## src/ex_pkg.sv

```systemverilog
////////////////////////////////////////////////////////////////////////////
// Execute stage shared types
////////////////////////////////////////////////////////////////////////////

package ex_pkg;

  // Datapath and register file widths
  localparam int unsigned XLEN       = 32;
  localparam int unsigned REG_ADDR_W = 5;

  // Operand, result and CSR data word
  typedef logic [XLEN-1:0]       word_t;
  // Integer register file address
  typedef logic [REG_ADDR_W-1:0] reg_addr_t;

  // ALU operations, comparisons in the upper half
  typedef enum logic [3:0] {
    ALU_ADD,
    ALU_SUB,
    ALU_AND,
    ALU_OR,
    ALU_XOR,
    ALU_SLL,
    ALU_SRL,
    ALU_SRA,
    ALU_SLT,
    ALU_SLTU,
    ALU_EQ,
    ALU_NE,
    ALU_LT,
    ALU_GE,
    ALU_LTU,
    ALU_GEU
  } alu_op_e;

  // Multiplier operations
  typedef enum logic [1:0] {
    MUL_LO,
    MUL_H,
    MUL_HSU,
    MUL_HU
  } mult_op_e;

  // Iterative high-product FSM
  typedef enum logic [1:0] {
    MULT_IDLE,
    MULT_BUSY,
    MULT_DONE
  } mult_state_e;

  // One register file write, 38 bits
  typedef struct packed {
    logic      we;
    reg_addr_t waddr;
    word_t     wdata;
  } wr_port_t;

endpackage

```

## src/ex_alu.sv

```systemverilog
////////////////////////////////////////////////////////////////////////////
// Integer ALU
////////////////////////////////////////////////////////////////////////////

`timescale 1ns/10ps

module ex_alu (
  input  ex_pkg::alu_op_e alu_operator_i,
  input  ex_pkg::word_t   alu_operand_a_i,
  input  ex_pkg::word_t   alu_operand_b_i,
  output ex_pkg::word_t   result_o,
  output logic            cmp_result_o
);

  import ex_pkg::*;

  localparam int unsigned SHAMT_W = $clog2(XLEN);

  logic               sub_en;
  word_t              adder_b;
  logic [XLEN:0]      adder_sum;
  logic               lt_unsigned;
  logic               lt_signed;
  logic               equal;
  logic [SHAMT_W-1:0] shamt;
  logic               cmp;

  // Only ADD uses a plain sum, everything else subtracts
  assign sub_en  = (alu_operator_i != ALU_ADD);
  assign adder_b = sub_en ? ~alu_operand_b_i : alu_operand_b_i;

  // Carry out lands in the top bit
  assign adder_sum = {1'b0, alu_operand_a_i} + {1'b0, adder_b} + {{XLEN{1'b0}}, sub_en};

  ////////////////////////////////////////////////////////////////////////////
  // Comparator
  ////////////////////////////////////////////////////////////////////////////

  // No carry out of a - b means a < b unsigned
  assign lt_unsigned = ~adder_sum[XLEN];
  // Differing signs decide directly, else same as unsigned
  assign lt_signed   = (alu_operand_a_i[XLEN-1] ^ alu_operand_b_i[XLEN-1]) ?
                       alu_operand_a_i[XLEN-1] : lt_unsigned;
  assign equal       = (alu_operand_a_i == alu_operand_b_i);

  // Shared between SLT and branch compares
  always_comb begin
    unique case (alu_operator_i)
      ALU_SLT,  ALU_LT:  cmp = lt_signed;
      ALU_SLTU, ALU_LTU: cmp = lt_unsigned;
      ALU_EQ:            cmp = equal;
      ALU_NE:            cmp = ~equal;
      ALU_GE:            cmp = ~lt_signed;
      ALU_GEU:           cmp = ~lt_unsigned;
      default:           cmp = 1'b0;
    endcase
  end

  assign cmp_result_o = cmp;

  ////////////////////////////////////////////////////////////////////////////
  // Result mux
  ////////////////////////////////////////////////////////////////////////////

  // Shift amount from low bits of b
  assign shamt = alu_operand_b_i[SHAMT_W-1:0];

  always_comb begin
    unique case (alu_operator_i)
      ALU_ADD, ALU_SUB: result_o = adder_sum[XLEN-1:0];
      ALU_AND:          result_o = alu_operand_a_i & alu_operand_b_i;
      ALU_OR:           result_o = alu_operand_a_i | alu_operand_b_i;
      ALU_XOR:          result_o = alu_operand_a_i ^ alu_operand_b_i;
      ALU_SLL:          result_o = alu_operand_a_i << shamt;
      ALU_SRL:          result_o = alu_operand_a_i >> shamt;
      ALU_SRA:          result_o = word_t'($signed(alu_operand_a_i) >>> shamt);
      // Comparisons give the zero-extended flag
      default:          result_o = {{(XLEN-1){1'b0}}, cmp};
    endcase
  end

endmodule

```

## src/ex_mult.sv

```systemverilog
////////////////////////////////////////////////////////////////////////////
// Integer multiplier
////////////////////////////////////////////////////////////////////////////

`timescale 1ns/10ps

module ex_mult #(
  parameter int unsigned MULT_BITS_PER_CYCLE = 8
) (
  input  logic             clk,
  input  logic             rst_n,
  input  logic             enable_i,
  input  ex_pkg::mult_op_e operator_i,
  input  ex_pkg::word_t    op_a_i,
  input  ex_pkg::word_t    op_b_i,
  input  logic             ex_ready_i,
  output ex_pkg::word_t    result_o,
  output logic             ready_o,
  output logic             multicycle_o
);

  import ex_pkg::*;

  localparam int unsigned STEPS = XLEN / MULT_BITS_PER_CYCLE;
  localparam int unsigned CNT_W = $clog2(STEPS);

  // Full 64-bit product and accumulator
  typedef logic [2*XLEN-1:0] acc_t;

  mult_state_e                  state_q, state_d;
  logic [CNT_W-1:0]             cnt_q;
  acc_t                         acc_q, a_q;
  word_t                        b_q;
  logic                         b_signed_q;

  logic                         start;
  logic                         a_signed;
  acc_t                         a_ext;
  acc_t                         step_a, step_acc, partial, acc_next;
  word_t                        step_b;
  logic                         step_b_signed;
  logic                         step_last;
  logic [MULT_BITS_PER_CYCLE:0] chunk_ext;

  // High product requested while idle
  assign start    = enable_i && (operator_i != MUL_LO) && (state_q == MULT_IDLE);
  // HU is the only high op with unsigned a
  assign a_signed = (operator_i != MUL_HU);
  assign a_ext    = {{XLEN{a_signed & op_a_i[XLEN-1]}}, op_a_i};

  ////////////////////////////////////////////////////////////////////////////
  // Step datapath
  ////////////////////////////////////////////////////////////////////////////

  // First chunk is taken in the idle cycle, straight from the inputs
  assign step_a        = (state_q == MULT_IDLE) ? a_ext : a_q;
  assign step_b        = (state_q == MULT_IDLE) ? op_b_i : b_q;
  assign step_acc      = (state_q == MULT_IDLE) ? '0 : acc_q;
  assign step_b_signed = (state_q == MULT_IDLE) ? (operator_i == MUL_H) : b_signed_q;
  assign step_last     = (state_q == MULT_BUSY) && (cnt_q == CNT_W'(STEPS - 1));

  // Top chunk of a signed b carries negative weight
  assign chunk_ext = {step_b_signed & step_last & step_b[MULT_BITS_PER_CYCLE-1],
                      step_b[MULT_BITS_PER_CYCLE-1:0]};

  // Truncated to 64 bits, which is exact modulo 2^64
  assign partial  = $signed(step_a) * $signed(chunk_ext);
  assign acc_next = step_acc + partial;

  ////////////////////////////////////////////////////////////////////////////
  // FSM
  ////////////////////////////////////////////////////////////////////////////

  always_comb begin
    state_d = state_q;
    unique case (state_q)
      MULT_IDLE: if (start)      state_d = MULT_BUSY;
      MULT_BUSY: if (step_last)  state_d = MULT_DONE;
      // Hold the result until the stage moves on
      MULT_DONE: if (ex_ready_i) state_d = MULT_IDLE;
      default:                   state_d = MULT_IDLE;
    endcase
  end

  always_ff @(posedge clk or negedge rst_n) begin
    if (!rst_n) begin
      state_q <= MULT_IDLE;
      cnt_q   <= '0;
    end else begin
      state_q <= state_d;
      if (start) begin
        cnt_q <= CNT_W'(1);
      end else if (state_q == MULT_BUSY) begin
        cnt_q <= cnt_q + CNT_W'(1);
      end
    end
  end

  // Operand shifters and accumulator
  always_ff @(posedge clk) begin
    if (start || (state_q == MULT_BUSY)) begin
      a_q   <= step_a << MULT_BITS_PER_CYCLE;
      b_q   <= step_b >> MULT_BITS_PER_CYCLE;
      acc_q <= acc_next;
    end
    if (start) begin
      b_signed_q <= step_b_signed;
    end
  end

  // Low word is single cycle
  assign result_o     = (state_q == MULT_DONE) ? acc_q[2*XLEN-1:XLEN] : word_t'(op_a_i * op_b_i);
  assign ready_o      = (state_q == MULT_DONE) || ((state_q == MULT_IDLE) && !start);
  assign multicycle_o = (state_q == MULT_DONE);

endmodule

```

## src/ex_writeback.sv

```systemverilog
////////////////////////////////////////////////////////////////////////////
// Execute stage write ports and stall logic
////////////////////////////////////////////////////////////////////////////

`timescale 1ns/10ps

module ex_writeback (
  input  logic              clk,
  input  logic              rst_n,

  // Unit enables
  input  logic              alu_en_i,
  input  logic              mult_en_i,
  input  logic              csr_access_i,
  input  logic              lsu_en_i,

  // Results
  input  ex_pkg::word_t     alu_result_i,
  input  ex_pkg::word_t     mult_result_i,
  input  ex_pkg::word_t     csr_rdata_i,
  input  ex_pkg::word_t     lsu_rdata_i,

  // Register write controls from ID
  input  logic              regfile_alu_we_i,
  input  ex_pkg::reg_addr_t regfile_alu_waddr_i,
  input  logic              regfile_we_i,
  input  ex_pkg::reg_addr_t regfile_waddr_i,

  // Stall inputs
  input  logic              mult_ready_i,
  input  logic              lsu_ready_ex_i,
  input  logic              wb_ready_i,
  input  logic              branch_in_ex_i,

  output ex_pkg::wr_port_t  fw_port_o,
  output ex_pkg::wr_port_t  wb_port_o,
  output logic              ex_ready_o,
  output logic              ex_valid_o
);

  import ex_pkg::*;

  logic      regfile_we_lsu_q;
  reg_addr_t regfile_waddr_lsu_q;
  logic      units_ready;
  logic      any_unit_en;

  ////////////////////////////////////////////////////////////////////////////
  // Forwarding port
  ////////////////////////////////////////////////////////////////////////////

  // Later assignment wins, CSR over mult over ALU
  always_comb begin
    fw_port_o.we    = regfile_alu_we_i;
    fw_port_o.waddr = regfile_alu_waddr_i;
    fw_port_o.wdata = '0;
    if (alu_en_i) begin
      fw_port_o.wdata = alu_result_i;
    end
    if (mult_en_i) begin
      fw_port_o.wdata = mult_result_i;
    end
    if (csr_access_i) begin
      fw_port_o.wdata = csr_rdata_i;
    end
  end

  ////////////////////////////////////////////////////////////////////////////
  // EX/WB pipeline register
  ////////////////////////////////////////////////////////////////////////////

  always_ff @(posedge clk or negedge rst_n) begin
    if (!rst_n) begin
      regfile_we_lsu_q    <= 1'b0;
      regfile_waddr_lsu_q <= '0;
    end else if (ex_valid_o) begin
      // WB ready is implied by valid
      regfile_we_lsu_q <= regfile_we_i;
      if (regfile_we_i) begin
        regfile_waddr_lsu_q <= regfile_waddr_i;
      end
    end else if (wb_ready_i) begin
      // Nothing new arrived, drain the old write
      regfile_we_lsu_q <= 1'b0;
    end
  end

  // Load data comes back from the LSU a cycle later
  assign wb_port_o.we    = regfile_we_lsu_q;
  assign wb_port_o.waddr = regfile_waddr_lsu_q;
  assign wb_port_o.wdata = lsu_rdata_i;

  ////////////////////////////////////////////////////////////////////////////
  // Stall control
  ////////////////////////////////////////////////////////////////////////////

  assign units_ready = mult_ready_i & lsu_ready_ex_i & wb_ready_i;
  assign any_unit_en = alu_en_i | mult_en_i | csr_access_i | lsu_en_i;

  // Branches finish in EX, so they never wait on WB
  assign ex_ready_o = units_ready | branch_in_ex_i;
  // Valid does not look at ex_ready
  assign ex_valid_o = any_unit_en & units_ready;

endmodule

```

## src/ex_stage.sv

```systemverilog
////////////////////////////////////////////////////////////////////////////
// Execute stage top
////////////////////////////////////////////////////////////////////////////

`timescale 1ns/10ps

module ex_stage #(
  parameter int unsigned MULT_BITS_PER_CYCLE = 8
) (
  input  logic              clk,
  input  logic              rst_n,

  // ALU operands from ID
  input  logic              alu_en_i,
  input  ex_pkg::alu_op_e   alu_operator_i,
  input  ex_pkg::word_t     alu_operand_a_i,
  input  ex_pkg::word_t     alu_operand_b_i,
  input  ex_pkg::word_t     alu_operand_c_i,

  // Multiplier operands from ID
  input  logic              mult_en_i,
  input  ex_pkg::mult_op_e  mult_operator_i,
  input  ex_pkg::word_t     mult_operand_a_i,
  input  ex_pkg::word_t     mult_operand_b_i,
  output logic              mult_multicycle_o,

  // CSR and load data
  input  logic              csr_access_i,
  input  ex_pkg::word_t     csr_rdata_i,
  input  logic              lsu_en_i,
  input  ex_pkg::word_t     lsu_rdata_i,

  // Register write controls
  input  logic              regfile_alu_we_i,
  input  ex_pkg::reg_addr_t regfile_alu_waddr_i,
  input  logic              regfile_we_i,
  input  ex_pkg::reg_addr_t regfile_waddr_i,

  // Stall inputs
  input  logic              branch_in_ex_i,
  input  logic              lsu_ready_ex_i,
  input  logic              wb_ready_i,

  output ex_pkg::wr_port_t  fw_port_o,
  output ex_pkg::wr_port_t  wb_port_o,

  // Branch resolution to IF
  output ex_pkg::word_t     jump_target_o,
  output logic              branch_decision_o,

  output logic              ex_ready_o,
  output logic              ex_valid_o
);

  import ex_pkg::*;

  word_t alu_result;
  word_t mult_result;
  logic  alu_cmp_result;
  logic  mult_ready;

  // Branch target is precomputed in ID as operand c
  assign branch_decision_o = alu_cmp_result;
  assign jump_target_o     = alu_operand_c_i;

  ex_alu u_alu (
    .alu_operator_i  (alu_operator_i),
    .alu_operand_a_i (alu_operand_a_i),
    .alu_operand_b_i (alu_operand_b_i),
    .result_o        (alu_result),
    .cmp_result_o    (alu_cmp_result)
  );

  ex_mult #(
    .MULT_BITS_PER_CYCLE (MULT_BITS_PER_CYCLE)
  ) u_mult (
    .clk          (clk),
    .rst_n        (rst_n),
    .enable_i     (mult_en_i),
    .operator_i   (mult_operator_i),
    .op_a_i       (mult_operand_a_i),
    .op_b_i       (mult_operand_b_i),
    .ex_ready_i   (ex_ready_o),
    .result_o     (mult_result),
    .ready_o      (mult_ready),
    .multicycle_o (mult_multicycle_o)
  );

  ex_writeback u_writeback (
    .clk                 (clk),
    .rst_n               (rst_n),
    .alu_en_i            (alu_en_i),
    .mult_en_i           (mult_en_i),
    .csr_access_i        (csr_access_i),
    .lsu_en_i            (lsu_en_i),
    .alu_result_i        (alu_result),
    .mult_result_i       (mult_result),
    .csr_rdata_i         (csr_rdata_i),
    .lsu_rdata_i         (lsu_rdata_i),
    .regfile_alu_we_i    (regfile_alu_we_i),
    .regfile_alu_waddr_i (regfile_alu_waddr_i),
    .regfile_we_i        (regfile_we_i),
    .regfile_waddr_i     (regfile_waddr_i),
    .mult_ready_i        (mult_ready),
    .lsu_ready_ex_i      (lsu_ready_ex_i),
    .wb_ready_i          (wb_ready_i),
    .branch_in_ex_i      (branch_in_ex_i),
    .fw_port_o           (fw_port_o),
    .wb_port_o           (wb_port_o),
    .ex_ready_o          (ex_ready_o),
    .ex_valid_o          (ex_valid_o)
  );

endmodule

```

## config.mk

```make
export PLATFORM = sky130hd
export DESIGN_NAME = ex_stage
export DESIGN_NICKNAME = d
export VERILOG_FILES = /design/src/ex_pkg.sv /design/src/ex_alu.sv /design/src/ex_mult.sv /design/src/ex_writeback.sv /design/src/ex_stage.sv
export SDC_FILE = /design/constraint.sdc
export NUM_CORES = 2
export LEC_CHECK = 0
export ABC_AREA = 1
export BUFFER_PORTS_ARGS = -buffer_cell sky130_fd_sc_hd__buf_2
export CAP_MARGIN = 20
export CORE_MARGIN = 3
export CORE_UTILIZATION = 43
export DETAILED_ROUTE_END_ITERATION = 10
export PLACE_DENSITY = 0.71
export RECOVER_POWER = 25
export SETUP_SLACK_MARGIN = 0.4
export SLEW_MARGIN = 20
export SYNTH_ARGS = -nofsm -noshare
export SYNTH_HDL_FRONTEND = slang
export SYNTH_SLANG_ARGS = --single-unit
```

## constraint.sdc

```tcl
create_clock -name clk -period 9.7 [get_ports clk]
set_clock_uncertainty 0.1 [all_clocks]
set_input_delay 1.94 -clock clk [delete_from_list [all_inputs] [get_ports clk]]
set_output_delay 1.94 -clock clk [all_outputs]
set_load 0.03 [all_outputs]
```

-- Word level (Yosys, flattened, before mapping)
Index checks and enable logic that the tools add are counted.
- add/subtract/negate cells: 4
- $mul: 2
- equal/unequal tests: 24
- shifts and indexed selects: 3
- muxes and demuxes: 20
- bitwise logic cells: 18
- reduce and logical (&&, ||, !) cells: 18
- operators by type and width (operator ; count):
    $pmux W32 S7 ; 1
    $mux W32 ; 5
    $mux W64 ; 2
    $add A64 B64 Y64 ; 1
    $mul A64 B9 Y64 ; 1
    $add A32 B32 Y33 ; 1
    $add A33 B1 Y33 ; 1
    $and A32 B32 Y32 ; 1
    $eq A32 B32 Y1 ; 1
    $eq A4 B4 Y1 const B ; 8
    $mul A32 B32 Y32 ; 1
    $not A32 Y32 ; 1
    $or A32 B32 Y32 ; 1
    $shl A32 B5 Y32 ; 1
    $shr A32 B5 Y32 ; 1
    $sshr A32 B5 Y32 ; 1
    $xor A32 B32 Y32 ; 1
    $mux W24 ; 1
    $eq A4 B3 Y1 const B ; 4
    $mux W2 ; 5
    $eq A4 B2 Y1 const B ; 2
    $and A1 B1 Y1 ; 6
    $ne A2 B1 Y1 const B ; 3
    $pmux W1 S6 ; 1
    20 further kinds ; 38
- register bits: 155
- input bits: 251
- output and inout bits: 112
- word-level logic and storage cells: 98

-- Logic depth before layout (Yosys ltp)
- depth after elaboration: 12
- mapped depth: 38
- depth with buffers taken out: 36

-- Modules after synthesis
A second synthesis with hierarchy kept.
- cells, all modules: 7225
- area total of the unflattened synthesis: 51898.5 µm²
- modules (own cells, without submodules) (module ; instances ; cells an instance ; area each (µm²) ; seq. area each (µm²)):
    ex_mult ; 1 ; 5385 ; 42050.3 ; 4454.3
    ex_alu ; 1 ; 1593 ; 8110.3 ; 0.0
    ex_writeback ; 1 ; 215 ; 1497.7 ; 150.1
    ex_stage ; 1 ; 32 ; 240.2 ; 0.0

-- Worst setup path after synthesis
OpenSTA, ideal clock, no wires.
- kind: input to output
- start: in mult_operand_b_i[6]
- end: out fw_port_o[28] (netlist bit)
- arrival time: 8.624 ns
- required time: 7.660 ns
- setup slack: -0.964 ns
- stages: 29
- path buffers: 2
- path through: clkbuf_1 > buf_1 > nand2_1 > inv_1 > fa_1 > fa_1 > fa_1 > inv_1 > fa_1 > inv_1 > fa_1 > inv_1 > fa_1 > inv_1 > fa_1 > fa_1 > ha_1 > nand2_1 > nor2_1 > and3_1 > nand4_1 > nand3_1 > nand2_1 > nand2_1 > a21oi_1 > or2_2 > nand3_1 > a21oi_1 > a21oi_1
- RTL lines (what ; line ; source):
    from (decl) ; ex_stage.sv:24 ; input ex_pkg::word_t mult_operand_b_i,
    to (decl) ; ex_stage.sv:44 ; output ex_pkg::wr_port_t fw_port_o,

==> summary.txt <==
GRT Total Usage: 0.3035
Minimum period implied by the final worst setup slack: 10.58 ns
Worst-path clk slew: 0.07 ns
CP Launch Type: input port
Max Transition Viols Final: 39
Slew margin rel.: -0.2172
Fillers: 11180
Clk Latency, worst-skew pair: 0.47 ns
Via density: 5.350
Drc violations: 0
CTS tree: yes
CP peak stage delay: 0.59 ns
Via Count: 46660
Root buffer selected by CTS: clkbuf_16
Initial Utilization: 0.4373
Unique masters post-synth: 71
RSZ-0062 raised after global routing: true
Synth Cell Area: 50410 sq um
DIE HEIGHT: 348.4 um
Synth Instances: 6872
Die W: 348.4 um
CORE AREA: 115300 sq um
Synthesis-to-layout area growth: 14.70%
Crit Path Max Fanout: 6
Sink Count: 155
Status: complete, but fails checks
Largest net degree at the start of global routing: 69
Seq/Total Area, Yosys: 0.09134
Die Footprint: 121400 sq um
Ys Warns: 0
WS Path Type: input port to output port
CTS buffer count: 17
Synthesized Nets: 8354
Fmax achieved: 0.09447 GHz
ANT nets after route: 0
Arr. time, crit path: 8.54 ns
CP required: 7.66 ns
Final hold violations: 0
Most numerous cell in the Yosys netlist: inv_1
CP Capture Type: output port
Final setup viols: 24
HPWL Detailed: 154100 um
Area share of the largest cell type after synthesis: 0.3463
Initial antenna violation count: 7
IO buf count: 222
Final Wtd Congestion: 1.080
Max clock buf depth: 2
Synth area leaders: fa_1 35%, inv_1 12%, nand2_1 12%
Share of cells above drive strength 1: 0.1350
Initial drt markers: 4734
Gr ovfl total: 0
Number of flops mapped to enable cells by yosys: 145
Main synth FF type: edfxtp_1
CTS hold repair buffers: 0
Final WS setup: -0.8848 ns
Fin nets: 8677
Row cnt: 124
Max-cap viol count: 1
Htree depth: 4
Top-Level Pins: 363
FF+latch count, synth: 155
Worst Hold Class: flop to flop
List of most frequent post-synthesis cells: 1662 x inv_1, 1597 x nand2_1, 872 x fa_1
WL final: 184300 um
Global-route wire length before repair: 283100 um
Mean area per synthesized cell: 7.336 sq um
Vias in the first global route: 47690
Pre-CTS WS: -1.195 ns
Slew @ Worst Pin: 1.826 ns
Failing checks: capacitance limit, slew limit, setup timing
Worst path slowest cell: fa_2
Drt pass-1 iters: 8
WL per Instance: 21.13 um
Crit share post-route: 1.091
Area leader, netlist: fa_1
Synth async-reset ratio: 0.06452
## logic make-up after synthesis
group	after synthesis	synth area share
AND/OR/NAND/NOR	2494	0.1963
buffers and inverters	2022	0.1571
multiplexers	17	0.003500
AO/OA/AOI/OAI	823	0.09345
XOR/XNOR	130	0.02288
adder cells (fa/ha/maj)	1231	0.4354
flip-flops	155	0.09134
## layout make-up
| class | count | area (sq um) | area share |
|---|---|---|---|
| multi-input cells | 4695 | 39140 | 0.6769 |
| inverters | 1677 | 6307 | 0.1091 |
| repair buffers | 649 | 5273 | 0.09118 |
| flip-flops and latches | 155 | 4604 | 0.07963 |
| well taps | 1512 | 1892 | 0.03272 |
| clock buffers | 17 | 425.4 | 0.007357 |
| clock inverters | 15 | 178.9 | 0.003094 |
| diodes | 2 | 5.005 | 0.00008655 |
## metal layers
metal / vias up / share of wire / wire length [um] / track usage
met1: 22760 / 0.41 / 74660 / 0.4095
met4: 6 / 0.049 / 8953 / 0.1215
met5: - / 0.00023 / 43 / 0
met2: 2304 / 0.45 / 82260 / 0.4779
li1: 21150 / - / - / -
met3: 452 / 0.10 / 18370 / 0.06434
## path summary, 6_finish.rpt
path	startpoint	to	slack [ns]	cells past startpoint
max	mult_operand_a_i[6]	fw_port_o[20]	-0.88	33
min	u_writeback.regfile_waddr_lsu_q[1]	u_writeback.regfile_waddr_lsu_q[1]	0.41	1
max reg2reg	u_mult.state_q[0]	u_mult.acc_q[61]	-0.18	24
min reg2reg	u_writeback.regfile_waddr_lsu_q[1]	u_writeback.regfile_waddr_lsu_q[1]	0.41	1
max in group asynchronous	rst_n	u_mult.state_q[0]	7.80	1
min in group asynchronous	rst_n	u_writeback.regfile_waddr_lsu_q[2]	1.33	1
## state kept, by name, indices dropped and copies added (netlist names)
| name | cells |
|---|---|
| u_mult.a_q | 56 |
| u_mult.acc_q | 64 |
| u_mult.b_q | 24 |
| u_mult.b_signed_q | 1 |
| u_mult.cnt_q | 2 |
| u_mult.state_q | 2 |
| u_writeback.regfile_waddr_lsu_q | 5 |
| u_writeback.regfile_we_lsu_q | 1 |
## metrics by stage
step | cells | instance area (sq um) | TNS (ns) | hold slack, ns | util
floorplan | 6872 | 51340 | -3.025 | 0.3727 | -
global placement | 8641 | 55440 | -17.42 | 0.3850 | 0.4810
detailed placement | 8641 | 55440 | -19.07 | 0.3877 | 0.4810
CTS | 8700 | 57370 | -11.04 | 0.4048 | 0.4977
global route | 8721 | 57820 | -24.83 | 0.4252 | 0.5016
finish | 8722 | 57820 | -16.24 | 0.4064 | 0.5016
## critical path, delay by kind of cell
kind / cells / cell delay, ns
AO/OA/AOI/OAI: 8 / 1.17
adder cells (fa/ha/maj): 9 / 3.71
buffers and inverters: 11 / 1.33
AND/OR/NAND/NOR: 5 / 0.37
## repair_timing
action,in CTS,in global routing
endpoints found under the setup margin,24,24
pin swaps,122,105
buffers inserted,25,20
resized for setup,292,126
cloned,2,0
## layout by cell type (no fill, tap or decap), types with 12 or more instances in the layout
master	instances
nor4_1	18
clkbuf_1	28
o21ai_0	301
xor2_1	89
a21oi_2	26
o211ai_1	34
nand2_2	38
o21a_1	16
ha_1	328
o21ai_2	13
a31oi_1	26
xnor2_1	36
buf_6	68
ha_4	29
nor2_1	598
nor2_2	12
nand2_4	15
buf_2	143
inv_1	1618
fa_1	841
a221oi_1	14
mux2i_1	12
nor3_1	23
fa_2	31
a21o_1	19
buf_4	358
o21bai_1	13
clkbuf_16	17
nand2_1	1547
buf_12	39
a21oi_4	14
edfxtp_1	145
o21ai_1	41
or2_2	19
inv_2	53
a21oi_1	226
nand3_1	141
nand4_1	29
Power is left out: the tool's default activity adds up to more than one toggle a clock period on the data nets, which glitch-free logic cannot reach.
